**src/common/mem_pkg.sv**
```systemverilog
`default_nettype none

package mem_pkg;

  // datapath widths
  localparam int data_w = 32;
  localparam int addr_w = 32;
  localparam int rsid_w = 4;

  // data RAM geometry
  localparam int ram_words = 256;
  localparam int ram_aw    = 8;
  localparam int ram_lsb   = 2;  // word index starts at byte address bit 2

  // opcode classes seen by the memory slice
  typedef enum logic [3:0] {
    op_nop = 4'h0,
    op_alu = 4'h1,  // any non-memory class
    op_lb  = 4'h2,
    op_lh  = 4'h3,
    op_lw  = 4'h4,
    op_lbu = 4'h5,
    op_lhu = 4'h6,
    op_sb  = 4'h7,
    op_sh  = 4'h8,
    op_sw  = 4'h9
  } op_t;

endpackage

`default_nettype wire

```
**src/logic/mem_arbiter.sv**
```systemverilog
`timescale 1ns/1ps
`default_nettype none

module mem_arbiter (
  input  wire                        clk,
  input  wire                        rst,
  input  wire                        lsu_req,
  input  wire  [3:0]                 lsu_we,
  input  wire  [mem_pkg::addr_w-1:0] lsu_addr,
  input  wire  [mem_pkg::data_w-1:0] lsu_wdata,
  input  wire                        fetch_req,
  input  wire  [mem_pkg::addr_w-1:0] fetch_addr,
  input  wire  [mem_pkg::data_w-1:0] ram_rdata,
  output logic                       lsu_gnt,
  output logic                       fetch_gnt,
  output logic                       lsu_rvalid,
  output logic                       fetch_rvalid,
  output logic [mem_pkg::data_w-1:0] rdata,
  output logic                       ram_en,
  output logic [3:0]                 ram_we,
  output logic [mem_pkg::ram_aw-1:0] ram_addr,
  output logic [mem_pkg::data_w-1:0] ram_wdata
);
  import mem_pkg::*;

  logic last_lsu;    // lsu won the previous grant
  logic rd_lsu_q;
  logic rd_fetch_q;

  // on a tie the side that did not win last time goes first
  assign lsu_gnt   = lsu_req && (!fetch_req || !last_lsu);
  assign fetch_gnt = fetch_req && !lsu_gnt;

  assign ram_en    = lsu_gnt || fetch_gnt;
  assign ram_we    = lsu_gnt ? lsu_we : 4'b0000;
  assign ram_addr  = lsu_gnt ? lsu_addr[ram_lsb +: ram_aw] : fetch_addr[ram_lsb +: ram_aw];
  assign ram_wdata = lsu_wdata;

  always_ff @(posedge clk) begin
    if (!rst) begin
      last_lsu   <= 1'b0;
      rd_lsu_q   <= 1'b0;
      rd_fetch_q <= 1'b0;
    end else begin
      if (ram_en) begin
        last_lsu <= lsu_gnt;
      end
      rd_lsu_q   <= lsu_gnt && (lsu_we == 4'b0000);  // stores return nothing
      rd_fetch_q <= fetch_gnt;
    end
  end

  assign lsu_rvalid   = rd_lsu_q;
  assign fetch_rvalid = rd_fetch_q;
  assign rdata        = ram_rdata;

endmodule

`default_nettype wire

```
**config.mk**
```make
export PLATFORM = sky130hd
export DESIGN_NAME = mem_arbiter
export DESIGN_NICKNAME = d
export VERILOG_FILES = /design/src/common/mem_pkg.sv /design/src/logic/mem_arbiter.sv
export SDC_FILE = /design/constraint.sdc
export NUM_CORES = 1
export LEC_CHECK = 0
export ABC_AREA = 1
export BUFFER_PORTS_ARGS = -buffer_cell sky130_fd_sc_hd__buf_2
export CORE_AREA = 4 4 83 85
export DETAILED_ROUTE_END_ITERATION = 8
export DIE_AREA = 0 0 87 89
export PLACE_DENSITY = 0.62
export SETUP_SLACK_MARGIN = 0.3
export SYNTH_ARGS = -nofsm -noshare
export SYNTH_HDL_FRONTEND = slang
export SYNTH_SLANG_ARGS = --single-unit
```
**constraint.sdc**
```tcl
create_clock -name clk -period 0.8 [get_ports clk]
set_input_delay 0.16 -clock clk [delete_from_list [all_inputs] [get_ports clk]]
set_output_delay 0.16 -clock clk [all_outputs]
set_load 0.02 [all_outputs]
```
Word level (Yosys, flattened, before mapping)
Cells that the tools add are included.
Widths: inputs -> output; s select.
{"block": "word_totals", "reg_bits": 3, "latchBits": 0, "ramBits": 0, "rom_bits": 0, "input_bits": 136, "wordCells": 14, "n_memories": 0}
{"block": "classes", "add_sub_neg": 0, "multipliers": 0, "n_div": 0, "magnitude_cmp": 0, "eq_ne": 0, "shifts": 0, "n_mux": 2, "n_bitwise": 0, "n_reduce_logical": 9}
{"op": "$mux 8", "count": 1}
{"op": "$logic_not 4->1", "count": 1}
{"op": "$mux 4", "count": 1}
{"op": "$logic_and 1x1->1", "count": 3}
{"op": "$logic_not 1->1", "count": 3}
{"op": "$logic_or 1x1->1", "count": 2}

Longest topological paths before layout
Gate-level depths: netlist (run 1).
{"block": "logic_depth", "depth_word": 6, "ltp_mapped": 5, "depth_no_buf": 5}

Least setup slack after synthesis (run 1)
OpenSTA, ideal clock, no wires.
{"block": "synth_timing", "path_kind": "register to output", "start": "register last_lsu", "end": "output ram_we[0]", "t_arrival_ns": 0.857, "t_required_ns": 0.640, "slack_ns": -0.217, "stages_incl_launch_ff": 5, "path_buffers": 1, "cell_sequence": "dfxtp_1 nand2_2 nand2_4 buf_8 nor2_1"}
{"block": "synth_between", "elab_chain_len": 4}
{"item": "start, declared", "line": "mem_arbiter.sv:26", "source": "logic last_lsu;"}
{"item": "start signal, assigned", "line": "mem_arbiter.sv:46", "source": "last_lsu <= lsu_gnt;"}
{"item": "$logic_not 1->1", "line": "mem_arbiter.sv:31", "source": "assign lsu_gnt = lsu_req && (!fetch_req || !last_lsu);"}
{"item": "$logic_or 1x1->1", "line": "mem_arbiter.sv:31"}
{"item": "$logic_and 1x1->1", "line": "mem_arbiter.sv:31"}
{"item": "$mux 4", "line": "mem_arbiter.sv:35", "source": "assign ram_we = lsu_gnt ? lsu_we : 4'b0000;"}
{"item": "end, declared", "line": "mem_arbiter.sv:20", "source": "output logic [3:0] ram_we,"}
Every way passes these cells.

Worst setup path after layout (run 1)
{"block": "layout_timing", "start": "register last_lsu", "end": "output ram_we[2]"}
Same word-level chain as after synthesis.

==> summary.txt, run 1 <==
Placed design
  – IO Port Bufs: 40
  – Dpl cells: 173
  – Hpwl dp: 1510 um
  – Placer congestion estimate: 0.645

Route
  – DR pass1 iterations: 4
  – DRT iter0 DRCs: 6
  – Detailed-route DRC error count: 0
  – DR WL/cell: 11.8 um
  – DR vias: 601
  – Detailed Route WL: 2140 um
  – Post-route ant nets: 0
  – Vias per cell: 3.32

Power and ir drop
  – Pwr Density: 1190 nW/um2
  – Static Leak: 0.506 nW
  – Worst vdd ir: 0.302 mV

Yosys
  – Post-Syn Area per Cell: 6.42 um2
  – Synth top area cells: buf_4, nand2_1, dfxtp_1
  – Combinational family with the most area after synthesis: buffers and inverters
  – Xor/xnor share of the synthesized area: 0%
  – Yosys reg bits: 3
  – Compound-Gate Fraction of Synth Area: 0%
  – Cell taking the most area after synthesis: buf_4
  – Adder and majority gate portion of the synthesized area: 0%
  – Sequential cell area fraction in the yosys report: 8.00%
  – Synth cell types: 10
  – Post-synthesis simple-gate area fraction: 21.5%
  – Synth Instances: 117
  – Synth warn: 0
  – Post-synthesis mux area share: 0%
  – Total nets after synthesis: 253
  – Cell area after synthesis: 751 um2
  – Share of the synthesized area in the top cell type: 64.0%

Floorplanning
  – Initial core utilization: 12.1%
  – Number of cell rows: 29
  – Core Box Area: 6200 um2
  – Die W: 87 um
  – Die area: 7740 um2
  – Die height: 89 um
  – I/O pins: 217

Global route
  – Initial antenna violation count: 0
  – Total track usage: 4.46%
  – Vias in the first global route: 569
  – Gr ovfl total: 0
  – Largest net degree at the start of global routing: 10
  – First-pass GRT wire length: 2640 um

Timing
  – Clock Skew: 0.491 ps
  – Max_slew headroom: 85.7%
  – Worst hold slack: 179 ps
  – Final hold violations: 0
  – Fin worst setup slack: -483 ps
  – Final period util: 160%
  – # setup viols final: 20
  – Worst slew pin tran: 214 ps
  – Max frequency: 779 MHz
  – Final Critical Period: 1280 ps
  – Unrepaired setup endpoints after global routing: yes
  – Slew Viols, Final: 0

Finish
  – Non-filler cells, final: 181
  – Final net count: 241
  – Antenna diodes: 0
  – Area Overhead vs Synth: 29.5%
  – Fraction of layout cells with a size suffix above 1: 79.8%

Worst setup path
  – Worst-path cell chain: nand2_4 > nand2_8 > buf_8 > nor2_4 > buf_6
  – Critical Path End Type: primary output
  – Levels on crit path: 5
  – CP max FO: 7
  – Worst path slowest cell: dfxtp_2
  – R2r worst-path depth: 5
  – Worst path required time: 640 ps
  – CP peak stage delay: 320 ps
  – Worst path buffer plus inverter count: 2
  – WS Path Type: reg -> out
  – WP data arrival: 1120 ps
  – CP Launch Type: flip-flop
  – Crit-path leading delay family: flip-flops

Clock tree
  – Total CTS buffers: 3
  – Hold buffer count at CTS: 0
  – Clock Sinks: 3
  – Clock tree from TritonCTS: built
  – Root Driver: clkbuf_8
  – Worst-path clk slew: 30 ps
  – Clock Tree Buf Depth: 2
  – H-tree levels: 1
  – Worst skew pair latency: 210 ps

Outcome
  – Status: finished with violations
  – Failing checks: negative setup slack

Job
  – Max-Cap Viols: 0

Min path
  – Worst hold stages: 3
  – Hold WC Path Type: in -> reg
-- worst min-delay path, cell delays in order --
cell,delay (ps)
buf_2,110
inv_1,40
nor2_1,40
-- repair_timing --
| action | CTS | global route |
|---|---|---|
| resized for setup | 26 | 30 |
| setup endpoints to repair | 20 | 20 |
| gates cloned | 1 | 1 |
| setup buffers | 1 | 1 |
| pin swaps | 2 | 10 |
-- where the power goes --
group | switching, mW | internal [mW]
Combinational | 0.300 | 0.265
Clock | 0.0938 | 0.339
Sequential | 0.00512 | 0.154
Total | 0.399 | 0.758
-- final cells by class --
cell class              count  area (um2)
fillers                   703        5230
repair buffers             46         364
multi-input cells          41         343
well taps                  77        96.3
flip-flops and latches      3        68.8
inverters                   9        46.3
clock buffers               4        45.0
repair inverters            1        8.76
-- cell families after synthesis --
logic type	count (synthesis)
buffers and inverters	74
flip-flops	3
AND/OR/NAND/NOR	40
-- registers in the layout, indices dropped and copies added, names as in the netlist --
| name | cells |
|---|---|
| lsu_rvalid | 1 |
| last_lsu | 1 |
| fetch_rvalid | 1 |
-- through the flow --
stage          worst slack (ps)  total power [mW]  utilization, %  area [um2]  TNS [ps]
2_1_floorplan              -139             0.870               -         855     -1690
3_3_place_gp               -318             0.536            11.0         681     -4350
3_5_place_dp               -345             0.541            11.0         681     -4760
4_1_cts                    -465              1.06            13.3         826     -6820
5_1_grt                    -537              1.23            15.7         972     -8030
6_report                   -483              1.16            15.7         972     -7080
-- per-layer routing --
metal  vias to the layer above  GRT usage, %  part of all wire (%)
li1                        256             -                     -
met1                       254          2.94                    22
met2                        53          6.97                    46
met3                        38          2.67                    19
met4                         0          6.94                    12
met5                         -             0                     0
-- cell usage in the layout (no fill, tap or decap), drive strengths merged --
master,synthesis,final
buf,65,46
clkbuf,0,4
nor2,10,10
nand3,1,1
dfxtp,3,3
nand2,29,30
inv,9,9
clkinv,0,1
-- synthesized netlist by cell type --
cell	count
nand2_2	1
nand2_4	1
buf_8	1
inv_2	1
nand3_1	1
buf_4	64
nand2_1	27
inv_1	8
dfxtp_1	3
nor2_1	10
-- worst paths after layout --
kind	slack (ps)	from	end
worst min register to register	500	last_lsu	last_lsu
worst max-delay path	-480	last_lsu	ram_we[2]
worst max register to register	-160	last_lsu	fetch_rvalid
worst min-delay path	180	rst	fetch_rvalid
No activity file was read; power rests on OpenSTA's default activity.
==> inputs of run 2 (changes only) <==
PLACE_DENSITY = 0.67   (was 0.62)
==> run 2 against run 1 <==
The run still ends with negative setup slack left. Die area did not move. Sequential share of layout area up 0.47 points. Worst hold slack got worse by 4.0 ps. Count of clock-buffer cells in the layout unchanged. Global-route usage rose by 1.8 points. Clock skew grew 1.1 ps. Clock power about the same. Sequential power hardly changed. Register-to-register slack worse by 230 ps. Maximum frequency rose by 1.9%. Critical path type unchanged. Critical endpoint unchanged. Largest cell class unchanged. Highest routed layer unchanged.
==> summary.txt, run 2 (same netlist as run 1, synthesis figures left out) <==
Clock tree
  – Clock tree from TritonCTS: built
  – H-tree levels: 1 (unchanged)
  – Hold buffer count at CTS: 0 (unchanged)
  – Total CTS buffers: 3 (unchanged)
  – Root Driver: clkbuf_8
  – Clock Sinks: 3 (unchanged)
  – Worst skew pair latency: 220 ps (about the same)
  – Clock Tree Buf Depth: 2 (unchanged)
  – Worst-path clk slew: 30 ps (about the same)

Power and ir drop
  – Pwr Density: 1220 nW/um2 (+2.7%)
  – Worst vdd ir: 0.352 mV (+17%)
  – Switching part of the total: 34.2% (-0.29 points)
  – Combinational power share: 46.6% (-2.2 points)
  – Pint: 0.733 mW (-3.2%)
  – PnR Total Power: 1.11 mW (-3.7%)
  – Clock share of power: 39.1% (+1.7 points)
  – Reg power frac: 14.3% (+0.5 points)
  – Static Leak: 0.473 nW (-6.6%)
  – Net Sw Power: 0.381 mW (-4.5%)

Worst setup path
  – Critical Path End Type: primary output
  – WP data arrival: 1100 ps (-20 ps)
  – FF-to-FF Start: last_lsu
  – CP max FO: 7 (unchanged)
  – Worst path required time: 640 ps (about the same)
  – Worst setup path endpoint: ram_we[2]
  – WS Path Type: reg -> out
  – Reg2reg end: lsu_rvalid
  – CP startpoint: last_lsu
  – Reg2reg setup slack: -390 ps (-230 ps)
  – CP Launch Type: flip-flop
  – R2r worst-path depth: 8 (+3)

Route
  – Post-route ant nets: 0 (unchanged)
  – DRT iter0 DRCs: 9 (+3)
  – Met2 wire len: 1230 um (+24%)
  – Met1 wire length: 494 um (+4.2%)
  – Detailed-route DRC error count: 0 (unchanged)
  – Max layer used: met4
  – DR vias: 601 (unchanged)
  – DR WL/cell: 13.7 um (+16%)
  – Detailed Route WL: 2490 um (+17%)
  – Met3 WL: 485 um (+19%)
  – Vias per cell: 3.30 (-0.55%)
  – DR pass1 iterations: 4 (unchanged)

Timing
  – Max_slew headroom: 89.0% (+3.3 points)
  – Worst slew pin tran: 165 ps (-49.0 ps)
  – Final period util: 157% (-3.1 points)
  – Final hold violations: 0 (unchanged)
  – Clock Skew: 1.61 ps (+1.12 ps)
  – Slew Viols, Final: 0 (unchanged)
  – # setup viols final: 20 (unchanged)
  – Final Critical Period: 1260 ps (-24.5 ps)
  – Max frequency: 794 MHz (+1.9%)
  – Unrepaired setup endpoints after global routing: yes
  – Fin worst setup slack: -459 ps (+24.5 ps)

Floorplanning
  – Die W: 87 um (unchanged)
  – Die area: 7740 um2 (unchanged)
  – Core Box Area: 6200 um2 (unchanged)
  – Die height: 89 um (unchanged)
  – Number of cell rows: 29 (unchanged)
  – I/O pins: 217 (unchanged)
  – Initial core utilization: 12.1% (unchanged)

Placed design
  – DP Worst Slack: -358 ps (-12.7 ps)
  – Hpwl dp: 1870 um (+23%)
  – Placer congestion estimate: 0.604 (-6.4%)
  – IO Port Bufs: 40 (unchanged)

Finish
  – Fillers: 699 (-0.57%)
  – Area of the multi-input gates: 304 um2 (-11%)
  – Register Area: 68.8 um2 (unchanged)
  – Final net count: 242 (+0.41%)
  – Area Overhead vs Synth: 21.5%
  – Antenna diodes: 0 (unchanged)
  – Fraction of layout cells with a size suffix above 1: 80.0% (+0.19 points)
  – Commonest non-fill, non-tap cell in the layout: buf_2
  – Most frequent cells in the layout: buf_2, nand2_2, buf_6

Min path
  – Hold WC Path Type: in -> reg
  – Worst hold stages: 3 (unchanged)
  – Hold Path Origin: rst

Global route
  – First-pass GRT wire length: 3510 um (+33%)
  – Vias in the first global route: 659 (+16%)
  – Gr ovfl total: 0 (unchanged)
  – Largest net degree at the start of global routing: 8 (-2)
  – Total track usage: 6.22% (+1.8 points)
  – Initial antenna violation count: 0 (unchanged)

Outcome
  – Status: finished with violations
  – Failing checks: negative setup slack

Job
  – Max-Cap Viols: 0 (unchanged)
run 2: power by group through the flow:
| stage | clock network [mW] | registers [mW] | logic, mW |
|---|---|---|---|
| detailed placement | 0 | 0.159 | 0.381 |
| global route | 0.471 | 0.160 | 0.560 |
| finish | 0.436 | 0.159 | 0.519 |
| CTS | 0.447 | 0.159 | 0.511 |
| global placement | 0 | 0.159 | 0.375 |
| floorplan | 0 | 0.163 | 0.708 |
run 2: per-layer routing:
metal,global-route usage [%],vias up
li1,-,260
met1,3.98,240
met2,10.2,64
met3,3.87,37
met4,8.78,0
met5,0,-
run 2: final cells by class:
| cell class | instances | area share (%) |
|---|---|---|
| Clock buffer | 4 | 4.94 |
| Timing Repair Buffer | 47 | 38.4 |
| Multi-Input combinational cell | 41 | 33.3 |
| Sequential cell | 3 | 7.54 |
| Tap cell | 77 | 10.6 |
| Inverter | 9 | 4.53 |
| Timing Repair inverter | 1 | 0.686 |
run 2: worst min-delay path by stage:
stage	end	slack (ps)
floorplan	fetch_rvalid	260
global placement	ram_wdata[10]	320
detailed placement	ram_wdata[10]	320
CTS	fetch_rvalid	180
global route	fetch_rvalid	210
finish	fetch_rvalid	170
run 2: what timing repair did:
action / CTS / global route
cloned: 2 / 0
pin swaps: 6 / 2
setup endpoints to repair: 20 / 20
hold endpoints to repair: 0 / 0
resized for setup: 42 / 3
setup buffers: 3 / 1
run 2: critical path, cell delays in order (launching register included):
cell and delay (ps):
dfxtp_2 320, nand2_4 110, nand2_8 100, buf_8 160
nor2_4 80, buf_6 120
run 2: through the flow:
step	TNS, ps	hold slack, ps	util (%)	std cells	area (um2)
2_1_floorplan	-1690	263	-	117	855
3_3_place_gp	-4360	320	10.8	172	673
3_5_place_dp	-4620	320	10.8	172	673
4_1_cts	-7190	175	14.4	181	896
5_1_grt	-8430	206	14.7	182	912
6_report	-7310	175	14.7	182	912
