`src/common/mem_pkg.sv`:
```
`default_nettype none

package mem_pkg;

  // datapath widths
  localparam int data_w = 32;
  localparam int addr_w = 32;
  localparam int rsid_w = 4;

  // data RAM geometry
  localparam int ram_words = 256;
  localparam int ram_aw    = 8;
  localparam int ram_lsb   = 2;  // word index starts at byte address bit 2

  // opcode classes seen by the memory slice
  typedef enum logic [3:0] {
    op_nop = 4'h0,
    op_alu = 4'h1,  // any non-memory class
    op_lb  = 4'h2,
    op_lh  = 4'h3,
    op_lw  = 4'h4,
    op_lbu = 4'h5,
    op_lhu = 4'h6,
    op_sb  = 4'h7,
    op_sh  = 4'h8,
    op_sw  = 4'h9
  } op_t;

endpackage

`default_nettype wire

```
`src/memory/mem_gen.sv`:
```
`timescale 1ns/1ps
`default_nettype none

module mem_gen (
  input  wire                        rst,
  input  wire mem_pkg::op_t          op,
  input  wire                        rs2_is_rsid,
  input  wire  [mem_pkg::data_w-1:0] rs2_data,
  output logic                       mem_write_flag,
  output logic                       mem_read_flag,
  output logic                       mem_sign_ext_flag,
  output logic [3:0]                 mem_sel,
  output logic                       mem_write_is_rsid,
  output logic [mem_pkg::data_w-1:0] mem_write_data
);
  import mem_pkg::*;

  always_comb begin
    mem_write_flag    = 1'b0;
    mem_read_flag     = 1'b0;
    mem_sign_ext_flag = 1'b0;
    mem_sel           = 4'b0000;
    mem_write_is_rsid = 1'b0;
    mem_write_data    = '0;

    if (rst) begin
      // access class and store operand
      case (op)
        op_lb, op_lh, op_lw: begin
          mem_read_flag     = 1'b1;
          mem_sign_ext_flag = 1'b1;
        end
        op_lbu, op_lhu: begin
          mem_read_flag = 1'b1;
        end
        op_sb, op_sh, op_sw: begin
          mem_write_flag    = 1'b1;
          mem_write_is_rsid = rs2_is_rsid;  // operand may still be a producer tag
          mem_write_data    = rs2_data;
        end
        default: begin
          mem_write_flag = 1'b0;
        end
      endcase

      // lane mask before address alignment
      case (op)
        op_lb, op_lbu, op_sb: mem_sel = 4'b0001;
        op_lh, op_lhu, op_sh: mem_sel = 4'b0011;
        op_lw, op_sw:         mem_sel = 4'b1111;
        default:              mem_sel = 4'b0000;
      endcase
    end
  end

endmodule

`default_nettype wire

```
`config.mk`:
```
export PLATFORM = sky130hd
export DESIGN_NAME = mem_gen
export DESIGN_NICKNAME = d
export VERILOG_FILES = /design/src/common/mem_pkg.sv /design/src/memory/mem_gen.sv
export SDC_FILE = /design/constraint.sdc
export NUM_CORES = 1
export LEC_CHECK = 0
export BUFFER_PORTS_ARGS = -buffer_cell sky130_fd_sc_hd__buf_2
export CAP_MARGIN = 10
export CELL_PAD_IN_SITES_DETAIL_PLACEMENT = 0
export CELL_PAD_IN_SITES_GLOBAL_PLACEMENT = 1
export CORE_UTILIZATION = 20
export DETAILED_ROUTE_END_ITERATION = 16
export PLACE_DENSITY = 0.9
export SLEW_MARGIN = 25
export SYNTH_ARGS = -nofsm -noshare
export SYNTH_HDL_FRONTEND = slang
export SYNTH_SLANG_ARGS = --single-unit
```
`constraint.sdc`:
```
create_clock -name vclk -period 1.2
set_input_delay 0.12 -clock vclk [all_inputs]
set_output_delay 0.12 -clock vclk [all_outputs]
set_load 0.01 [all_outputs]
```
# [Word level (Yosys, flattened, before mapping)]
# Memories as Yosys holds them, arrays and structs flattened.
# Cells that the tools add are included.
[op_classes] eq_ne=8 n_mux=11 n_reduce_logical=3
[op_table] op="32-bit two-way mux" n=2
[op_table] op="4-bit by 3-bit equality test with 1-bit output, second input constant" n=4
[op_table] op="4-bit by 2-bit equality test with 1-bit output, second input constant" n=2
[op_table] op="4-bit equality test, second input constant" n=2
[op_table] op="1-bit two-way mux" n=8
[op_table] op="3-bit OR reduction" n=2
[op_table] op="5-bit OR reduction" n=1
[op_table] op="4-bit two-way mux" n=1
[word_totals] register_bits=0 mem_bits_ro=64 out_inout_bits=40 n_memories=1
[memory_table] memory="(no name shown)" depth=16 width=4 rd=1 rd_clocked_by_memory_dff=0 write_ports=0 line="mem_gen.sv:47" rtl="case (op)"

# [Longest topological paths before layout]
# Gate-level depths: netlist (run 1).
[depth] depth_word=4 depth_mapped=5

# [Worst setup path after synthesis (run 1)]
# OpenSTA, ideal clock, no wires.
[synth_timing] path_type="input -> output" startpoint="input op[2]" endpoint="output mem_sel[3]" t_arrival_ns=1.196 required_ns=1.080 setup_slack_ns=-0.116 stages=4 path_cell_list="buf_6 -> or3b_1 -> a211oi_1 -> buf_4"
[synth_between] elab_chain_cells=2
[synth_lines] element="start, declared" line="mem_gen.sv:6" rtl="input wire mem_pkg::op_t op,"
[synth_lines] element="memory read 16 x 4 bit"
[synth_lines] element="4-bit two-way mux" line="mem_gen.sv:26" rtl="if (rst) begin"
[synth_lines] element="end, declared" line="mem_gen.sv:12" rtl="output logic [3:0] mem_sel,"
# No other way between the ends.

# [Worst setup path after layout (run 1)]
[layout_timing] startpoint="input op[3]" endpoint="output mem_sel[1]"
# The elaborated chain is that of the path after synthesis.

==> impl_metrics.py, run 1 <==
metrics = {
    "status": {
        "outcome": "finished, violations left",
        "violations": "design-rule violations, negative setup slack",
    },
    "drt": {
        "post_drt_wl_per_cell_um": 9.86,
        "vias": 920,
        "vias_per_cell": 4.47,
        "ant_nets": 0,
        "drt_first_pass_iters": 10,
        "drt_iter0_markers": 46,
        "remaining_drc_errors": 5,
        "wirelength_mm": 2.03,
    },
    "die": {
        "core_area_um2": 2850,
        "start_util_pct": 21.9,
        "rows": 19,
        "die_h_um": 57.9,
        "ios": 78,
        "die_area_um2": 3350,
        "fp.dieW_um": 57.9,
    },
    "finish": {
        "insertedDiodeCount": 0,
        "layout_commonest_cell": "buf_2",
        "clock_buffers": 0,
        "stdcell_area_um2": 1170,
        "syn_to_final_growth_pct": 88.2,
        "fin_cells": 206,
        "seq_area_um2": 0,
        "flops_and_latches": 0,
        "drive_gt1_share_pct": 74.9,
        "post-route-util_pct": 41.2,
        "finalNetCount": 215,
        "most-common-layout-cells": "75 x buf_2, 35 x a21oi_2, 33 x nand2_1",
    },
    "power_and_ir_drop": {
        "clkPwrFrac_pct": 0,
        "p_total_uw": 320,
        "peakVddDrop_uv": 148,
        "power_density_nw_per_um2": 272,
        "p_sw_share_pct": 49.4,
        "power_frac_comb_pct": 100.0,
        "p_sw_uw": 158,
        "sequentialPowerShare_pct": 0,
        "internal-power_uw": 162,
        "p_leak_nw": 0.612,
    },
    "synth": {
        "synth_cells": 98,
        "syn_area_um2": 624,
        "ys_seq_area_share_pct": 0,
        "synth_top_area_cell": "a21oi_2",
        "netlist.area_leader.share_pct": 40.7,
        "syn_nets": 136,
        "synth_fa_ha_area_share_pct": 0,
        "synth_top_family_by_area": "compound AO/OA/AOI/OAI gates",
        "synthTopCellsByArea": "a21oi_2 41%, nand2_1 20%, buf_6 9.0%, a21oi_1 5.6%, buf_2 3.2%",
        "synth_compound_area_share_pct": 50.7,
        "ys_types": 20,
        "synthMuxAreaShare_pct": 0,
        "yosys_warnings": 0,
        "yosys.area_share.simple_pct": 32.9,
        "synth_xor_area_share_pct": 0,
        "avgSynthCellArea_um2": 6.37,
    },
    "sta": {
        "grt_setup_unrepaired": "true",
        "final-setup-viol-count": 13,
        "hold_viol": 0,
        "layout_min_cycle_time_ns": 1.26,
        "slew_violations": 0,
        "period_share_pct": 105,
        "fmax_mhz": 795,
        "slew_headroom_pct": 85.8,
        "layout_setup_ws_ns": -0.0571,
        "worst_slew_pin_slew_ns": 0.213,
    },
    "global_routing": {
        "grt_pass1_wl_mm": 3.38,
        "antenna_found_initial": 0,
        "grt_max_degree": 27,
        "grt_pass1_vias": 794,
        "overflow": 0,
        "grt_use_total_pct": 11.8,
    },
    "critical_path": {
        "cp_common_cell": "buf_6",
        "start_kind": "input pin",
        "cp_slowest_cell": "or4bb_1",
        "worst-endpoint-required_ns": 1.08,
        "crit_buf_inv": 3,
        "cpPeakStageDelay_ns": 0.51,
        "cp-end-kind": "primary output",
        "worstPathArrival_ns": 1.14,
        "crit_type": "input pin to primary output",
        "crit_family": "simple AND/OR/NAND/NOR gates",
        "path_max_fanout": 5,
        "crit_chain": "buf_6, buf_6, or4bb_1, a31oi_2, buf_2",
    },
    "cts": {
        "ctsHoldBuffers": 0,
    },
    "min_path": {
        "min_path_type": "input pin to primary output",
    },
    "placement": {
        "place_inst": 201,
        "postPlaceCellArea_um2": 1060,
        "dp_hpwl_mm": 1.49,
        "gp_congestion": 0.736,
        "port_buffers": 78,
    },
    "job": {
        "drv_cap": 0,
    },
}
## repair_timing
item / CTS / global route
buffers inserted: 1 / 4
pin swaps: 10 / 4
endpoints found under the setup margin: 39 / 38
cloned: 0 / 0
resized for setup: 13 / 4
hold endpoints to repair: 0 / 0
## cells in the mapped netlist (2+ instances only)
library cell	count
or3b_1	2
buf_6	5
a21oi_1	7
buf_2	4
nand2b_1	2
nand2_1	33
clkbuf_1	4
a21oi_2	29
## stage by stage
step           TNS [ns]  worst slack (ns)  hold slack (ns)
2_1_floorplan   -0.0828          -0.00314            0.334
3_3_place_gp      -5.01            -0.149            0.541
3_5_place_dp      -5.12            -0.157            0.543
4_1_cts          -0.255           -0.0612            0.547
5_1_grt           -1.39           -0.0940            0.563
6_report         -0.161           -0.0571            0.543
## worst min-delay path: cells and delay by family
kind / cells / cell delay [ns]
buf+inv: 2 / 0.22
compound gates: 1 / 0.03
simple gates: 1 / 0.05
## kinds of logic after synthesis
logic type | after synthesis
buffers and inverters | 15
and+or+nand+nor | 44
AOI/OAI and AO/OA | 39
## per-layer routing
metal  GRT usage, %  vias to the layer above  routed length (um)
met4              0                        0                   0
met2           22.8                       38                1040
met1           15.4                      396                 836
met3          0.446                        0                 152
met5              0                        -                   0
li1               -                      486                   -
## final timing paths
kind                    startpoint                  to  slack (ns)  cells after the start
worst max-delay path         op[3]          mem_sel[1]       -0.06                      5
worst min-delay path  rs2_data[31]  mem_write_data[31]        0.54                      4
## area by class of cell
class / instances / area [um^2]
fill: 311 / 1680
inverter: 1 / 3.75
tap: 31 / 38.8
multi-input combinational: 83 / 557
timing repair buffer: 91 / 576
## power by group through the flow
stage               Combinational (mW)  Clock [mW]  Sequential, mW
floorplan                        0.162           0               0
global placement                 0.282           0               0
detailed placement               0.283           0               0
CTS                              0.309           0               0
global route                     0.354           0               0
finish                           0.320           0               0
(Power assumes the default switching activity.)
==> run 2, diff against run 1 <==
--- a/config.mk
+++ b/config.mk
@@ -5,13 +5,14 @@
 export SDC_FILE = /design/constraint.sdc
 export NUM_CORES = 1
 export LEC_CHECK = 0
+export ABC_AREA = 1
 export BUFFER_PORTS_ARGS = -buffer_cell sky130_fd_sc_hd__buf_2
 export CAP_MARGIN = 10
 export CELL_PAD_IN_SITES_DETAIL_PLACEMENT = 0
 export CELL_PAD_IN_SITES_GLOBAL_PLACEMENT = 1
-export CORE_UTILIZATION = 20
+export CORE_UTILIZATION = 14
 export DETAILED_ROUTE_END_ITERATION = 16
-export PLACE_DENSITY = 0.9
+export PLACE_DENSITY = 0.87
 export SLEW_MARGIN = 25
 export SYNTH_ARGS = -nofsm -noshare
 export SYNTH_HDL_FRONTEND = slang
==> run 2 against run 1 <==
Compared with the run above:
- the run now ends clean
- sequential share of layout area did not move
- sequential cell count did not move
- global-route usage decreased by 6.0 points
- non-clock buffer count is 11 lower
- synthesized cell count grew 2.0%
- critical endpoint is now mem_write_data[22]
- worst hold slack got worse by 0.014 ns
- clock-buffer cell count is the same
- final cell count up 6.8%
- via count is 20% lower
- critical path type unchanged
- largest power group unchanged
- core utilization fell by 12 points
- total power decreased by 18%
- worst setup slack gained 0.19 ns
==> impl_metrics.py, run 2 <==
metrics = {
    "status": {
        "outcome": "finished clean",
    },
    "synth": {
        "syn_area_um2": 459,
        "yosys-top-cells-count": "38 x inv_1, 29 x nor2_1, 13 x nand2_1",
        "syn_nets": 138,
        "synth.most_common_cell": "inv_1",
        "synthTopCellsByArea": "inv_1 31%, nor2_1 24%, nor2_2 14%, nand2_1 11%, buf_6 7.4%",
        "netlist.area_leader.share_pct": 31.1,
        "ys_seq_area_share_pct": 0,
        "avgSynthCellArea_um2": 4.59,
        "synth_cells": 100,
        "yosys_warnings": 0,
        "ys_types": 9,
        "synth_top_area_cell": "inv_1",
    },
    "job": {
        "drv_cap": 0,
    },
    "drt": {
        "wirelength_mm": 1.31,
        "ant_nets": 0,
        "drt_iter0_markers": 11,
        "vias_per_cell": 3.34,
        "post_drt_wl_per_cell_um": 5.96,
        "vias": 735,
        "remaining_drc_errors": 0,
        "drt_first_pass_iters": 2,
    },
    "global_routing": {
        "grt_use_total_pct": 5.82,
        "overflow": 0,
        "antenna_found_initial": 0,
        "grt_pass1_wl_mm": 1.72,
        "grt_pass1_vias": 457,
        "grt_max_degree": 20,
    },
    "min_path": {
        "worstHoldPathCells": 4,
        "hold_start": "rs2_data[27]",
        "hold_end": "mem_write_data[27]",
        "min_path_type": "input pin to primary output",
    },
    "die": {
        "ios": 78,
        "core_area_um2": 3080,
        "die_h_um": 59.3,
        "rows": 20,
        "start_util_pct": 14.9,
        "die_area_um2": 3510,
        "fp.dieW_um": 59.3,
    },
    "cts": {
        "cts_resized": 0,
        "ctsHoldBuffers": 0,
        "cts_setup_buffers": 0,
    },
    "power_and_ir_drop": {
        "internal-power_uw": 122,
        "power_frac_comb_pct": 100.0,
        "p_leak_nw": 0.705,
        "peakVddDrop_uv": 115,
        "p_sw_share_pct": 53.3,
        "clkPwrFrac_pct": 0,
        "sequentialPowerShare_pct": 0,
        "p_sw_uw": 140,
        "power_density_nw_per_um2": 294,
    },
    "sta": {
        "fmax_mhz": 936,
        "slew_headroom_pct": 87.6,
        "hold_viol": 0,
        "period_share_pct": 89.0,
        "worst_slew_pin_slew_ns": 0.185,
        "grt_setup_unrepaired": "false",
        "slew_violations": 0,
        "tns_ns": 0,
        "layout_min_cycle_time_ns": 1.07,
        "final-setup-viol-count": 0,
    },
    "critical_path": {
        "crit_chain": "buf_2, nand2_1, nand2_1, nand3_4, buf_4, nor2_1, buf_2",
        "start_kind": "input pin",
        "cpPeakStageDelay_ns": 0.19,
        "worst-endpoint-required_ns": 1.08,
        "cp-end-kind": "primary output",
        "cp_slowest_cell": "buf_4",
        "crit_type": "input pin to primary output",
        "path_max_fanout": 15,
        "timing.critical_path.from": "op[1]",
        "worstPathArrival_ns": 0.95,
    },
    "placement": {
        "gp_congestion": 0.727,
        "port_buffers": 78,
        "place_inst": 220,
        "dp_hpwl_mm": 1.15,
    },
    "finish": {
        "fin_cells": 220,
        "seq_area_um2": 0,
        "drive_gt1_share_pct": 52.8,
        "syn_to_final_growth_pct": 94.0,
        "insertedDiodeCount": 0,
        "finalNetCount": 216,
        "clock_buffers": 0,
        "layout_commonest_cell": "buf_2",
        "flops_and_latches": 0,
        "most-common-layout-cells": "78 x buf_2, 38 x inv_1, 29 x nor2_1",
    },
}
==> run 2: cells by family after synthesis <==
kind of cell / Yosys count / share of synthesized area (%)
AOI/OAI and AO/OA: 3 / 3.27
buffers and inverters: 42 / 40.1
and+or+nand+nor: 55 / 56.7
==> run 2: power groups by stage <==
stage / sequential, mW / combinational, mW / clock (mW)
2_1_floorplan: 0 / 0.142 / 0
6_report: 0 / 0.262 / 0
3_3_place_gp: 0 / 0.266 / 0
3_5_place_dp: 0 / 0.266 / 0
5_1_grt: 0 / 0.296 / 0
4_1_cts: 0 / 0.267 / 0
==> run 2: routing by layer <==
layer,up-vias,wire [um],GRT usage [%]
met5,-,0,0
met4,0,0,0
met3,0,197,0.218
met2,50,570,11.7
met1,270,545,7.08
li1,415,-,-
==> run 2: worst max-delay path: cells and delay by family <==
kind	cells	cell delay, ns
and+or+nand+nor	4	0.38
buffers and inverters	3	0.44
==> run 2: layout make-up <==
| type | count | area, um^2 |
|---|---|---|
| Fill cell | 376 | 2190 |
| Inverter | 38 | 143 |
| Tap cell | 44 | 55.1 |
| Timing Repair Buffer | 80 | 418 |
| Multi-Input combinational cell | 58 | 275 |
==> run 2: how the worst max path moves through the flow <==
stage / to / slack [ns] / depth (start not counted)
global route: mem_write_data[22] / 0.01 / 7
detailed placement: mem_write_data[22] / 0.13 / 7
finish: mem_write_data[22] / 0.13 / 7
floorplan: mem_sel[3] / 0.29 / 5
global placement: mem_write_data[22] / 0.11 / 7
CTS: mem_write_data[22] / 0.13 / 7
==> run 2: metrics by stage <==
| stage | worst slack [ns] | hold slack (ns) | instance area, um^2 | total power [mW] | utilization [%] |
|---|---|---|---|---|---|
| finish | 0.132 | 0.530 | 891 | 0.262 | 28.9 |
| detailed placement | 0.130 | 0.530 | 891 | 0.266 | 28.9 |
| global placement | 0.113 | 0.528 | 891 | 0.266 | 28.9 |
| global route | 0.0108 | 0.540 | 891 | 0.296 | 28.9 |
| CTS | 0.129 | 0.532 | 891 | 0.267 | 28.9 |
| floorplan | 0.294 | 0.327 | 459 | 0.142 | - |
==> run 3, diff against run 2 <==
--- a/config.mk
+++ b/config.mk
@@ -12,7 +12,7 @@
 export CELL_PAD_IN_SITES_GLOBAL_PLACEMENT = 1
 export CORE_UTILIZATION = 14
 export DETAILED_ROUTE_END_ITERATION = 16
-export PLACE_DENSITY = 0.87
+export PLACE_DENSITY_LB_ADDON = 0.1
 export SLEW_MARGIN = 25
 export SYNTH_ARGS = -nofsm -noshare
 export SYNTH_HDL_FRONTEND = slang
==> run 3 against run 2 <==
Compared with the run above:
- combinational power is 3% higher
- sequential cell count stayed put
- core utilization is 0.41 points higher
- sequential share of layout area stayed put
- final cell count stayed put
- worst setup slack better by 0.026 ns
- die area stayed put
- total power is 2.4% higher
- via count is 2.4% higher
- critical path depth stayed put
- non-clock buffer count stayed put
- clock-buffer cell count stayed put
- critical path type unchanged
==> impl_metrics.py, run 3 (synthesized netlist as in run 2, its figures left out) <==
metrics = {
    "status": {
        "outcome": "finished clean",
    },
    "drt": {
        "wirelength_mm": 1.35,
        "remaining_drc_errors": 0,
        "wl_met2_um": 677,
        "dr_wl_met3_um": 156,
        "post_drt_wl_per_cell_um": 6.12,
        "highest_layer": "met3",
        "vias_per_cell": 3.42,
        "drt_iter0_markers": 7,
        "ant_nets": 0,
        "vias": 753,
        "drt_first_pass_iters": 3,
        "drt-met1-wl_um": 513,
    },
    "placement": {
        "postPlaceCellArea_um2": 903,
        "dp_hpwl_mm": 1.26,
        "port_buffers": 78,
        "gp_congestion": 0.655,
    },
    "critical_path": {
        "worst-endpoint-required_ns": 1.08,
        "crit_type": "input pin to primary output",
        "cp-end-kind": "primary output",
        "cp_slowest_cell": "buf_12",
        "worstPathArrival_ns": 0.92,
        "start_kind": "input pin",
        "crit_family": "buffers and inverters",
        "crit_chain": "buf_2, nand2_1, nand2_1, nand3_4, buf_12, nor2_1, buf_2",
        "crit_buf_inv": 3,
        "path_max_fanout": 19,
        "timing.critical_path.from": "op[1]",
        "cpPeakStageDelay_ns": 0.16,
    },
    "sta": {
        "worst_slew_pin_slew_ns": 0.200,
        "final-setup-viol-count": 0,
        "period_share_pct": 86.9,
        "grt_setup_unrepaired": "false",
        "slew_headroom_pct": 86.6,
        "slew_violations": 0,
        "layout_min_cycle_time_ns": 1.04,
        "tns_ns": 0,
        "hold_viol": 0,
        "fmax_mhz": 959,
    },
    "finish": {
        "fillerInstances": 360,
        "syn_to_final_growth_pct": 96.7,
        "flops_and_latches": 0,
        "multi_input_area_um2": 275,
        "most-common-layout-cells": "78 x buf_2, 38 x inv_1, 29 x nor2_1",
        "layout_commonest_cell": "buf_2",
        "drive_gt1_share_pct": 52.8,
        "finalNetCount": 216,
        "clock_buffers": 0,
        "stdcell_area_um2": 903,
        "seq_area_um2": 0,
        "insertedDiodeCount": 0,
    },
    "global_routing": {
        "grt_pass1_vias": 561,
        "overflow": 0,
        "grt_pass1_wl_mm": 1.97,
        "grt_use_total_pct": 6.63,
        "grt_max_degree": 20,
        "antenna_found_initial": 0,
    },
    "die": {
        "die_area_um2": 3510,
        "core_area_um2": 3080,
        "start_util_pct": 14.9,
        "ios": 78,
        "die_h_um": 59.3,
        "fp.dieW_um": 59.3,
        "rows": 20,
    },
    "job": {
        "drv_cap": 0,
    },
    "power_and_ir_drop": {
        "peakVddDrop_uv": 100,
        "p_leak_nw": 0.711,
        "power_density_nw_per_um2": 297,
    },
    "cts": {
        "ctsHoldBuffers": 0,
        "cts_resized": 0,
        "cts_setup_buffers": 0,
    },
    "min_path": {
        "min_path_type": "input pin to primary output",
        "hold_start": "rs2_data[8]",
    },
}
run 3: changes by cell type in the layout (fill, tap and decap cells not counted):
cell    before  now
buf_12       1    2
buf_4        1    0
run 3: path summary, 6_finish.rpt:
kind | depth (start not counted) | endpoint
max | 7 | mem_write_data[19]
min | 4 | mem_write_data[8]
run 3: stage by stage:
stage	total power [mW]	worst slack [ns]	cells	hold slack [ns]	utilization, %
2_1_floorplan	0.142	0.294	100	0.327	-
3_3_place_gp	0.275	0.151	220	0.530	29.3
3_5_place_dp	0.273	0.154	220	0.530	29.3
4_1_cts	0.274	0.151	220	0.531	29.3
5_1_grt	0.303	0.0497	220	0.545	29.3
6_report	0.269	0.157	220	0.529	29.3
run 3: power breakdown:
part / switching, mW / internal [mW]
clock: 0 / 0
combinational: 0.141 / 0.128
sequential: 0 / 0
run 3: layout make-up:
| class | instances | share of cell area (%) |
|---|---|---|
| well taps | 44 | 6.09 |
| inverters | 38 | 15.8 |
| multi-input cells | 58 | 30.5 |
| repair buffers | 80 | 47.6 |
run 3: metal layers:
layer	track usage, %	up-vias
li1	-	416
met1	7.34	300
met2	14.0	37
met3	0.655	0
met4	0	0
met5	0	-
