$ cat src/common/mem_pkg.sv
`default_nettype none

package mem_pkg;

  // datapath widths
  localparam int data_w = 32;
  localparam int addr_w = 32;
  localparam int rsid_w = 4;

  // data RAM geometry
  localparam int ram_words = 256;
  localparam int ram_aw    = 8;
  localparam int ram_lsb   = 2;  // word index starts at byte address bit 2

  // opcode classes seen by the memory slice
  typedef enum logic [3:0] {
    op_nop = 4'h0,
    op_alu = 4'h1,  // any non-memory class
    op_lb  = 4'h2,
    op_lh  = 4'h3,
    op_lw  = 4'h4,
    op_lbu = 4'h5,
    op_lhu = 4'h6,
    op_sb  = 4'h7,
    op_sh  = 4'h8,
    op_sw  = 4'h9
  } op_t;

endpackage

`default_nettype wire

$ cat src/logic/inst_fetch.sv
`timescale 1ns/1ps
`default_nettype none

module inst_fetch (
  input  wire                        clk,
  input  wire                        rst,
  input  wire                        fetch_en,
  input  wire                        redirect,
  input  wire  [mem_pkg::addr_w-1:0] redirect_pc,
  input  wire                        fetch_gnt,
  input  wire                        fetch_rvalid,
  input  wire  [mem_pkg::data_w-1:0] rdata,
  output logic                       fetch_req,
  output logic [mem_pkg::addr_w-1:0] fetch_addr,
  output logic                       inst_valid,
  output logic [mem_pkg::addr_w-1:0] inst_pc,
  output logic [mem_pkg::data_w-1:0] inst
);
  import mem_pkg::*;

  logic [addr_w-1:0] pc_q;
  logic [addr_w-1:0] rd_pc_q;   // pc of the read in flight
  logic              squash_q;

  // a read always returns the next cycle, so a new request may overlap it
  assign fetch_req  = fetch_en;
  assign fetch_addr = pc_q;

  always_ff @(posedge clk) begin
    if (!rst) begin
      pc_q     <= '0;
      squash_q <= 1'b0;
    end else begin
      squash_q <= redirect && fetch_gnt;  // read granted now targets the old pc
      if (redirect) begin
        pc_q <= redirect_pc;
      end else if (fetch_gnt) begin
        pc_q <= pc_q + addr_w'(4);
      end
    end
  end

  always_ff @(posedge clk) begin
    if (fetch_gnt) begin
      rd_pc_q <= pc_q;
    end
  end

  // a return in the redirect cycle is stale too
  assign inst_valid = fetch_rvalid && !squash_q && !redirect;
  assign inst_pc    = rd_pc_q;
  assign inst       = rdata;

endmodule

`default_nettype wire

$ cat config.mk
export PLATFORM = sky130hd
export DESIGN_NAME = inst_fetch
export DESIGN_NICKNAME = d
export VERILOG_FILES = /design/src/common/mem_pkg.sv /design/src/logic/inst_fetch.sv
export SDC_FILE = /design/constraint.sdc
export NUM_CORES = 1
export LEC_CHECK = 0
export ABC_AREA = 1
export BUFFER_PORTS_ARGS = -buffer_cell sky130_fd_sc_hd__buf_4
export CORE_MARGIN = 2
export CORE_UTILIZATION = 35
export CTS_CLUSTER_DIAMETER = 120
export DETAILED_ROUTE_END_ITERATION = 16
export MAX_ROUTING_LAYER = met4
export PLACE_DENSITY = 0.72
export SLEW_MARGIN = 20
export SYNTH_ARGS = -nofsm -noshare
export SYNTH_HDL_FRONTEND = slang
export SYNTH_SLANG_ARGS = --single-unit
$ cat constraint.sdc
create_clock -name clk -period 1.4 [get_ports clk]
set_input_delay 0 -clock clk [delete_from_list [all_inputs] [get_ports clk]]
set_output_delay 0 -clock clk [all_outputs]
set_load 0.05 [all_outputs]
== Word level (Yosys, flattened, before mapping) ==
Cells that the tools add are included.
Storage, ports and cells
  bits in registers: 65
  input port bits: 70
  logic and storage cells: 12
Cells by class
  $add $sub $neg: 1
  mux-type cells: 2
  reduce and logical (&&, ||, !) cells: 6
Operators with widths (count)
  $mux W32: 2
  $add A32 B3 Y32 const B: 1
  $logic_and A1 B1 Y1: 3
  $logic_not A1 Y1: 2
  $reduce_bool A2 Y1: 1

== Longest topological paths before layout ==
Gate-level depths: netlist of the first run.
  depth in word-level cells: 3
  depth in mapped cells: 9

== Worst setup path after synthesis of the first run ==
Ideal clock, no wire load.
  path type: register to register
  start point: reg pc_q[2], in the netlist fetch_addr[2]
  end point: reg pc_q[18], in the netlist fetch_addr[18]
  library setup time: 0.067 ns
  arrival time: 1.761 ns
  path slack: -0.428 ns
  stages on the path, launching flop included: 9
  clock period less this slack: 1.828 ns
  cells stage by stage: dfxtp_1 ha_1 nand2_1 nor2_4 nand2_4 nor2_4 xor2_1 nand2_1 a21oi_2
On the way
  word-level cells in the longest chain between the ends: 3
RTL lines
  from (decl): RTL line inst_fetch.sv:21  | logic [addr_w-1:0] pc_q;
  from (signal assigned): RTL line inst_fetch.sv:36  | pc_q <= redirect_pc;
  from (signal assigned): RTL line inst_fetch.sv:38  | pc_q <= pc_q + addr_w'(4);
  $add A32 B3 Y32: RTL line inst_fetch.sv:38
  $mux W32: RTL line inst_fetch.sv:37  | end else if (fetch_gnt) begin
  $mux W32: RTL line inst_fetch.sv:35  | if (redirect) begin
No other way between the ends. The select of a mux whose other input is x is not followed.
A chain may end at the register's enable or synchronous reset.

== Final worst setup path of the first run ==
  start point: reg pc_q[2], in the netlist fetch_addr[2]
  end point: reg pc_q[20], in the netlist fetch_addr[20]
The elaborated chain is that of the path after synthesis.

==> results of run 1 <==
-- routing by layer --
metal	up-vias	GRT usage, %	routed length, µm
met5	-	-	0
met4	0	13.20	460
met3	56	3.244	535
met2	128	34.11	5091
met1	1445	22.42	3956
li1	1511	-	-
-- state kept, by name, indices dropped and copies added, names as in the netlist --
signal / count
fetch_addr: 32
inst_pc: 32
squash_q: 1
-- through the flow --
stage | total power, mW | TNS (ns) | setup WS [ns] | cells
floorplan | 3.108 | -0.02930 | -0.02110 | 383
global placement | 3.231 | 0 | 0.01925 | 587
detailed placement | 3.245 | -0.006005 | -0.006005 | 587
CTS | 4.970 | -0.004986 | -0.004986 | 642
global route | 5.139 | -0.8989 | -0.07714 | 644
finish | 4.949 | 0 | 0.03072 | 644
-- synth_stat cells, drive strengths merged --
master and number:
inv 30, dfxtp 33, nand2 82, xor2 8
o21ai 10, nand4 4, o211ai 1, a21oi 26
edfxtp 32, nor3b 1, nor2 45, xnor2 3
ha 1, buf 37, nand3 31, clkbuf 7
and2 2, a22oi 20, nor3 4, o21bai 1
or2 2, a31oi 3
-- power groups by stage --
| stage | clock [mW] | sequential, mW | combinational, mW |
|---|---|---|---|
| 2_1_floorplan | 0 | 2.67 | 0.439 |
| 3_3_place_gp | 0 | 2.26 | 0.970 |
| 3_5_place_dp | 0 | 2.27 | 0.979 |
| 4_1_cts | 1.68 | 2.22 | 1.07 |
| 5_1_grt | 1.76 | 2.24 | 1.14 |
| 6_report | 1.65 | 2.22 | 1.08 |
-- path summary, 6_finish.rpt --
path | from | to | slack (ns) | cells past startpoint
min reg2reg | fetch_addr[1] | inst_pc[1] | 0.46 | 0
max reg2reg | fetch_addr[2] | fetch_addr[20] | 0.03 | 9
min | rdata[5] | inst[5] | 0.00002 | 0
max | fetch_addr[2] | fetch_addr[20] | 0.03 | 9
-- cells by family after synthesis --
family	share of synthesized area [%]
compound gates	11.05
xor+xnor	2.894
fa+ha+maj	0.3757
buf+inv	12.21
flops	48.70
simple gates	24.77
-- cell usage in the layout, fill, tap and decap left out, types with 16 or more instances in the layout --
cell type,instances
dfxtp_2,16
inv_1,29
nand2_1,66
a21oi_1,23
nor2_1,24
edfxtp_1,32
buf_4,125
nand3_1,30
dlygate4sd3_1,35
a22oi_1,20
-- area by class of cell --
cell class | count | area [µm²]
well taps | 129 | 161.4
repair buffers | 160 | 1289
clock inverters | 3 | 40.04
clock buffers | 13 | 158.9
inverters | 30 | 112.6
multi-input cells | 244 | 1394
fillers | 813 | 4398
flip-flops and latches | 65 | 1687
-- repair_timing --
item | CTS | global route
setup endpoints to repair | 6 | 21
pin swaps | 8 | 9
hold buffers | 35 | 0
endpoints found under the hold margin | 32 | 0
resized for setup | 1 | 27
buffers inserted | 4 | 2
==> results.cfg, run 1 <==
[placement]
port-buffer-count = 101
place_hpwl_mm = 6.997
post_dp_cell_area_um2 = 4168
gp_congestion = 0.8775

[logic_synthesis]
yosysTopAreaCell = edfxtp_1
synth_seq_cells = 65
yosysWarnings = 0
yosysUniqueCellTypes = 29
syn_nets = 454
synth_top_area_share_pct = 28.86
syn_inst = 383
ys_seq_area_share_pct = 48.70
syn_avg_cell_area_um2 = 8.693
netlist_area_um2 = 3329
synth.area.top_cells = edfxtp_1 29%, dfxtp_1 20%, nand2_1 8.5%

[finish]
nets = 581
final_layout_size_suffix_gt1_share_pct = 41.55
finish.utilization_pct = 52.40
area_delta_synth_final_pct = 45.43
stdcell_area_um2 = 4842
insertedDiodeCount = 0

[power_and_ir_drop]
powerDensity_nw_per_um2 = 1022
p_leak_nw = 2.027
p_int_mw = 3.432
power_frac_comb_pct = 21.8
switching_power_mw = 1.517
clock_power_share_pct = 33.3
vdd_ir_drop_max_uv = 428.7
p_seq_share_pct = 44.9
swShare_pct = 30.66

[floorplanning]
floorplan.initialDensity_pct = 36.03
die-area_um2 = 10310
chipHeight_um = 101.5
die_w_um = 101.5
core_area_um2 = 9240
io_pins = 168
rows = 35

[clock_network]
cts_root_buffer = clkbuf_8
cts-htree-levels = 3
cts_tree = built
clock_sinks = 65
cts.path.max_buffers = 2
numCtsBuffers = 9
clk_pin_slew_worst_paths_ns = 0.07
clkLatencyLatePin_ns = 0.35

[drt]
wl_mm = 10.04
routedWlPerCell_um = 15.60
first_pass_iters = 5
drcViolationCount = 0
vias_per_cell = 4.876
vias = 3140
antenna_left = 0
drt-initial-drc-count = 201

[sta]
finalClockSkew_ns = 0.01020
rsz0062_at_grt = yes
setup_viol = 0
hold_ws_ns = 0.00001932
max_freq_mhz = 730.3
period_share_pct = 97.81
worstMarginPinSlew_ns = 0.4074
slew_headroom_pct = 72.81
hold_violations = 0
min_period_ns = 1.369
drv_slew = 0

[worst_hold_path]
hp-class = input pin to output pin

[grt]
grt_pass1_wl_mm = 15.39
antenna_found_initial = 0
grt_overflow_total = 0
grt_pass1_vias = 3096
grt_max_degree = 31
grt_use_total_pct = 20.40

[run_status]
status = complete, no violations

[critical_path]
cp_slowest_cell = dfxtp_4
critPathKind = flip-flop to flip-flop
arrival_ns = 1.65
worstPathRequired_ns = 1.68
crit_path_cell_trace = ha_4 > nand2_4 > nor2_4 > nand2_4 > nor2_4 > nand2_1 > nand2_1 > nand3_2 > a21oi_2
cp-end-kind = flip-flop
crit_family = simple AND/OR/NAND/NOR gates
start_kind = flip-flop
cp_max_fo = 5
worst-path-buf-inv = 0
slowest_delay_ns = 0.37

[job]
maxCapViolCount = 0
Power figures use the tool's default switching activity.
==> inputs of run 2 (changes only) <==
--- a/config.mk
+++ b/config.mk
@@ -13,6 +13,7 @@
 export DETAILED_ROUTE_END_ITERATION = 16
 export MAX_ROUTING_LAYER = met4
 export PLACE_DENSITY = 0.72
+export RECOVER_POWER = 100
 export SLEW_MARGIN = 20
 export SYNTH_ARGS = -nofsm -noshare
 export SYNTH_HDL_FRONTEND = slang
==> results.cfg, run 2 (same netlist as run 1, synthesis figures left out) <==
[finish]
final.fill_count = 871
nets = 581
fin_cells = 644
final_layout_size_suffix_gt1_share_pct = 31.26
area_delta_synth_final_pct = 38.18
stdcell_area_um2 = 4601
layout_commonest_cell = nand2_1
insertedDiodeCount = 0
layout_common_cells = 66 x nand2_1, 55 x buf_4, 47 x clkbuf_1, 35 x dlygate4sd3_1, 32 x edfxtp_1

[placement]
gp_congestion = 0.8775
place_inst = 587
place_hpwl_mm = 6.997
port-buffer-count = 101
place_ws_ns = -0.006005
post_dp_cell_area_um2 = 4168

[grt]
grt_pass1_vias = 3096
antenna_found_initial = 0
grt_pass1_wl_mm = 15.39
grt_max_degree = 31
grt_overflow_total = 0
grt_use_total_pct = 20.40

[sta]
worst_slack_ns = 0.03081
hold_ws_ns = 0.00001932
period_share_pct = 97.80
drv_slew = 0
tns_ns = 0
min_period_ns = 1.369
slew_headroom_pct = 44.55
rsz0062_at_grt = yes
worstMarginPinSlew_ns = 0.8318
finalClockSkew_ns = 0.008556
hold_violations = 0
setup_viol = 0
max_freq_mhz = 730.4

[drt]
drt-initial-drc-count = 203
vias = 3111
wl_mm = 10.05
first_pass_iters = 6
antenna_left = 0
vias_per_cell = 4.831
routedWlPerCell_um = 15.61
drcViolationCount = 0

[critical_path]
cp_max_fo = 5
rrSetupSlack_ns = 0.03
cp-end-kind = flip-flop
worstRegToRegCells = 9
arrival_ns = 1.65
reg2reg_from = fetch_addr[2]
rr_endpoint = fetch_addr[20]
worstPathRequired_ns = 1.68
start_kind = flip-flop
critPathKind = flip-flop to flip-flop

[power_and_ir_drop]
powerDensity_nw_per_um2 = 1056
vdd_ir_drop_max_uv = 429.6
p_leak_nw = 1.833

[job]
maxCapViolCount = 0

[clock_network]
clkLatencyLatePin_ns = 0.35
clk_pin_slew_worst_paths_ns = 0.07
cts.path.max_buffers = 2
numCtsBuffers = 9
cts_root_buffer = clkbuf_8
clock_sinks = 65
cts_tree = built
cts-htree-levels = 3

[worst_hold_path]
hp-class = input pin to output pin
hold_start = rdata[5]
min_to = inst[5]
whs_path_depth = 0

[floorplanning]
chipHeight_um = 101.5
io_pins = 168
core_area_um2 = 9240
floorplan.initialDensity_pct = 36.03
die-area_um2 = 10310
die_w_um = 101.5
rows = 35

[run_status]
status = complete, no violations
run 2: changes by cell type in the layout (fill, tap and decap cells not counted), sizes merged:
cell | before | now
clkbuf | 13 | 83
buf | 125 | 55
run 2: metrics by stage:
step	utilization (%)	power, mW
4_1_cts	51.43	4.970
5_1_grt	49.79	5.038
3_5_place_dp	45.10	3.245
6_report	49.79	4.858
3_3_place_gp	45.10	3.231
2_1_floorplan	-	3.108
run 2: layout make-up:
| class | instances | area (µm²) | area share [%] |
|---|---|---|---|
| Sequential cell | 65 | 1677 | 36.44 |
| Tap cell | 129 | 161.4 | 3.508 |
| Multi-Input combinational cell | 244 | 1394 | 30.30 |
| Timing Repair Buffer | 160 | 1057 | 22.98 |
| Inverter | 30 | 112.6 | 2.448 |
| Clock buffer | 13 | 158.9 | 3.454 |
| Clock inverter | 3 | 40.04 | 0.8703 |
run 2: worst max path at each step:
stage	from	endpoint	slack, ns	cells past startpoint
2_1_floorplan	fetch_addr[14]	fetch_addr[18]	-0.02	7
3_3_place_gp	fetch_addr[21]	fetch_addr[31]	0.02	8
3_5_place_dp	fetch_addr[3]	fetch_addr[20]	-0.006	9
4_1_cts	fetch_addr[2]	fetch_addr[20]	-0.005	9
5_1_grt	fetch_addr[15]	fetch_addr[18]	-0.08	7
6_report	fetch_addr[2]	fetch_addr[20]	0.03	9
run 2: layer usage:
| metal | share of wire [%] | vias to the layer above | global-route usage (%) |
|---|---|---|---|
| met5 | 0 | - | - |
| met4 | 4.4 | 0 | 13.20 |
| met3 | 5.0 | 50 | 3.244 |
| met2 | 51 | 113 | 34.11 |
| met1 | 40 | 1440 | 22.42 |
| li1 | - | 1508 | - |
run 2: worst max-delay path: stages, from the launching register on:
cell and delay (ns):
dfxtp_4 0.37, ha_4 0.14, nand2_4 0.05, nor2_4 0.12, nand2_4 0.11, nor2_4 0.16, nand2_1 0.07, nand2_1 0.07
nand3_2 0.09, a21oi_2 0.12
run 2: repair_timing:
| item | in CTS | in global routing |
|---|---|---|
| setup buffers | 4 | 2 |
| hold buffers | 35 | 0 |
| gates resized for setup | 1 | 27 |
| setup endpoints to repair | 6 | 21 |
| endpoints found under the hold margin | 32 | 0 |
| pin swaps | 8 | 9 |
| gates cloned | 0 | 0 |
run 2: report_power, final:
group,leakage (nW),internal [mW],switching [mW]
Sequential,0.611,2.12,0.0970
Combinational,1.12,0.299,0.687
Clock,0.103,0.916,0.740
==> inputs of run 3 (changes only) <==
--- a/config.mk
+++ b/config.mk
@@ -5,14 +5,13 @@
 export SDC_FILE = /design/constraint.sdc
 export NUM_CORES = 1
 export LEC_CHECK = 0
-export ABC_AREA = 1
 export BUFFER_PORTS_ARGS = -buffer_cell sky130_fd_sc_hd__buf_4
 export CORE_MARGIN = 2
 export CORE_UTILIZATION = 35
 export CTS_CLUSTER_DIAMETER = 120
 export DETAILED_ROUTE_END_ITERATION = 16
 export MAX_ROUTING_LAYER = met4
-export PLACE_DENSITY = 0.72
+export PLACE_DENSITY = 0.73
 export RECOVER_POWER = 100
 export SLEW_MARGIN = 20
 export SYNTH_ARGS = -nofsm -noshare
==> results.cfg, run 3 <==
[logic_synthesis]
synth.area.top_cells = edfxtp_1 31%, dfxtp_1 21%, buf_4 8.4%
synthTopCellsByCount = 35 x buf_4, 33 x dfxtp_1, 32 x edfxtp_1
synth_top_area_share_pct = 30.86
synth_top_flop_cell = dfxtp_1
yosysWarnings = 0
async_flop_share_pct = 0
syn_inst = 294
netlist_area_um2 = 3114
syn_nets = 365
yosysTopAreaCell = edfxtp_1
synth_seq_cells = 65
syn_avg_cell_area_um2 = 10.59
yosysMostFrequentCell = buf_4
synth_edf_count = 32
yosysUniqueCellTypes = 44
ys_seq_area_share_pct = 52.07

[worst_hold_path]
min_to = inst[12]
hold_start = rdata[12]
hp-class = input pin to output pin
whs_path_depth = 0

[finish]
insertedDiodeCount = 0
nets = 518
area_delta_synth_final_pct = 59.90
final_layout_size_suffix_gt1_share_pct = 52.65
layout_common_cells = 152 x buf_4, 32 x edfxtp_1, 25 x dlygate4sd3_1, 21 x o21ai_0, 18 x nand2_1
layout_commonest_cell = buf_4
fin_cells = 560

[critical_path]
rr_endpoint = fetch_addr[26]
reg2reg_from = fetch_addr[2]
worst-path-buf-inv = 0
rrSetupSlack_ns = -0.33
cp-end-kind = flip-flop
start_kind = flip-flop
slowest_delay_ns = 0.50
worstPathRequired_ns = 1.67
worstRegToRegCells = 5
cp_slowest_cell = or4_4
arrival_ns = 2.01
cp_max_fo = 8
crit_path_cell_trace = ha_4 > nand4_1 > or4_4 > or4_1 > a31oi_1
critPathKind = flip-flop to flip-flop
crit_family = simple AND/OR/NAND/NOR gates

[sta]
tns_ns = -3.582
drv_slew = 0
hold_ws_ns = 0.00001932
max_freq_mhz = 576.5
worst_slack_ns = -0.3346
slew_headroom_pct = 32.14
period_share_pct = 123.9
hold_violations = 0
worstMarginPinSlew_ns = 1.018
rsz0062_at_grt = yes
min_period_ns = 1.735
finalClockSkew_ns = 0.01216
setup_viol = 21

[floorplanning]
io_pins = 168
die_w_um = 98.33
die-area_um2 = 9669
floorplan.initialDensity_pct = 35.89
rows = 34
core_area_um2 = 8678
chipHeight_um = 98.33

[grt]
grt_pass1_wl_mm = 14.55
grt_use_total_pct = 19.52
grt_pass1_vias = 2895
grt_max_degree = 22
antenna_found_initial = 0
grt_overflow_total = 0

[power_and_ir_drop]
p_leak_nw = 2.166
powerDensity_nw_per_um2 = 1049
vdd_ir_drop_max_uv = 454.3

[drt]
routedWlPerCell_um = 16.36
antenna_left = 0
drt-initial-drc-count = 97
first_pass_iters = 4
vias_per_cell = 5.138
drcViolationCount = 0
vias = 2877
wl_mm = 9.164

[clock_network]
numCtsBuffers = 9
cts-htree-levels = 3
clk_pin_slew_worst_paths_ns = 0.07
cts_root_buffer = clkbuf_8
clock_sinks = 65
cts.path.max_buffers = 2
clkLatencyLatePin_ns = 0.35
cts_tree = built

[placement]
gp_congestion = 0.8034
port-buffer-count = 101
place_inst = 507
place_hpwl_mm = 6.340

[job]
maxCapViolCount = 0

[run_status]
violations = setup timing
status = finished with violations
## run 3: routing by layer
layer | global-route usage (%) | up-vias | share of wire (%)
met5 | - | - | 0
met4 | 9.694 | 0 | 3.5
met3 | 4.009 | 38 | 5.7
met2 | 30.19 | 85 | 49
met1 | 24.31 | 1372 | 42
li1 | - | 1382 | -
## run 3: worst max-delay path by stage
stage                   from             end  slack, ns  cells after the start
6_report       fetch_addr[2]  fetch_addr[26]      -0.33                      5
5_1_grt        fetch_addr[2]  fetch_addr[26]      -0.41                      5
4_1_cts        fetch_addr[2]  fetch_addr[26]      -0.39                      5
3_5_place_dp   fetch_addr[2]  fetch_addr[22]      -0.52                      5
3_3_place_gp   fetch_addr[2]  fetch_addr[22]      -0.49                      5
2_1_floorplan  fetch_addr[2]  fetch_addr[22]      -0.57                      6
## run 3: worst reg2reg max path, cell delays in order, from the launching register on
cell	delay, ns
dfxtp_4	0.36
ha_4	0.13
nand4_1	0.11
or4_4	0.50
or4_1	0.43
a31oi_1	0.14
## run 3: cell families after synthesis
| group | Yosys count | share of synthesized area [%] |
|---|---|---|
| adder cells (fa/ha/maj) | 1 | 0.4017 |
| buffers and inverters | 56 | 12.09 |
| multiplexers | 3 | 0.9643 |
| flip-flops | 65 | 52.07 |
| XOR/XNOR | 11 | 3.094 |
| AND/OR/NAND/NOR | 98 | 18.64 |
| AO/OA/AOI/OAI | 60 | 12.74 |
## run 3: final cells by class
type / instances / area, µm²
fill: 742 / 3699
sequential: 65 / 1669
timing repair buffer: 195 / 1572
multi-input combinational: 173 / 1373
clock buffer: 11 / 141.4
tap: 108 / 135.1
clock inverter: 5 / 78.83
inverter: 3 / 11.26
## run 3: power by group
group          total (mW)  internal (mW)  switching (mW)
Clock                1.79           1.05           0.744
Combinational        1.21          0.461           0.753
Sequential           2.22           2.13          0.0826
Total                5.22           3.64            1.58
## run 3: what timing repair did
item | in CTS | in global routing
gates cloned | 0 | 0
pin swaps | 19 | 22
buffers inserted | 8 | 5
setup endpoints to repair | 21 | 26
gates resized for setup | 33 | 19
hold buffers | 25 | 0
endpoints found under the hold margin | 25 | 0
## run 3: per-stage QoR
step	total power, mW	setup WS, ns	util (%)	area [µm²]
after floorplan	3.179	-0.5672	-	3287
after global placement	3.352	-0.4860	48.40	4200
after detailed placement	3.374	-0.5221	48.40	4200
after CTS	5.253	-0.3898	56.17	4875
after global routing	5.414	-0.4131	57.38	4980
final	5.225	-0.3346	57.38	4980
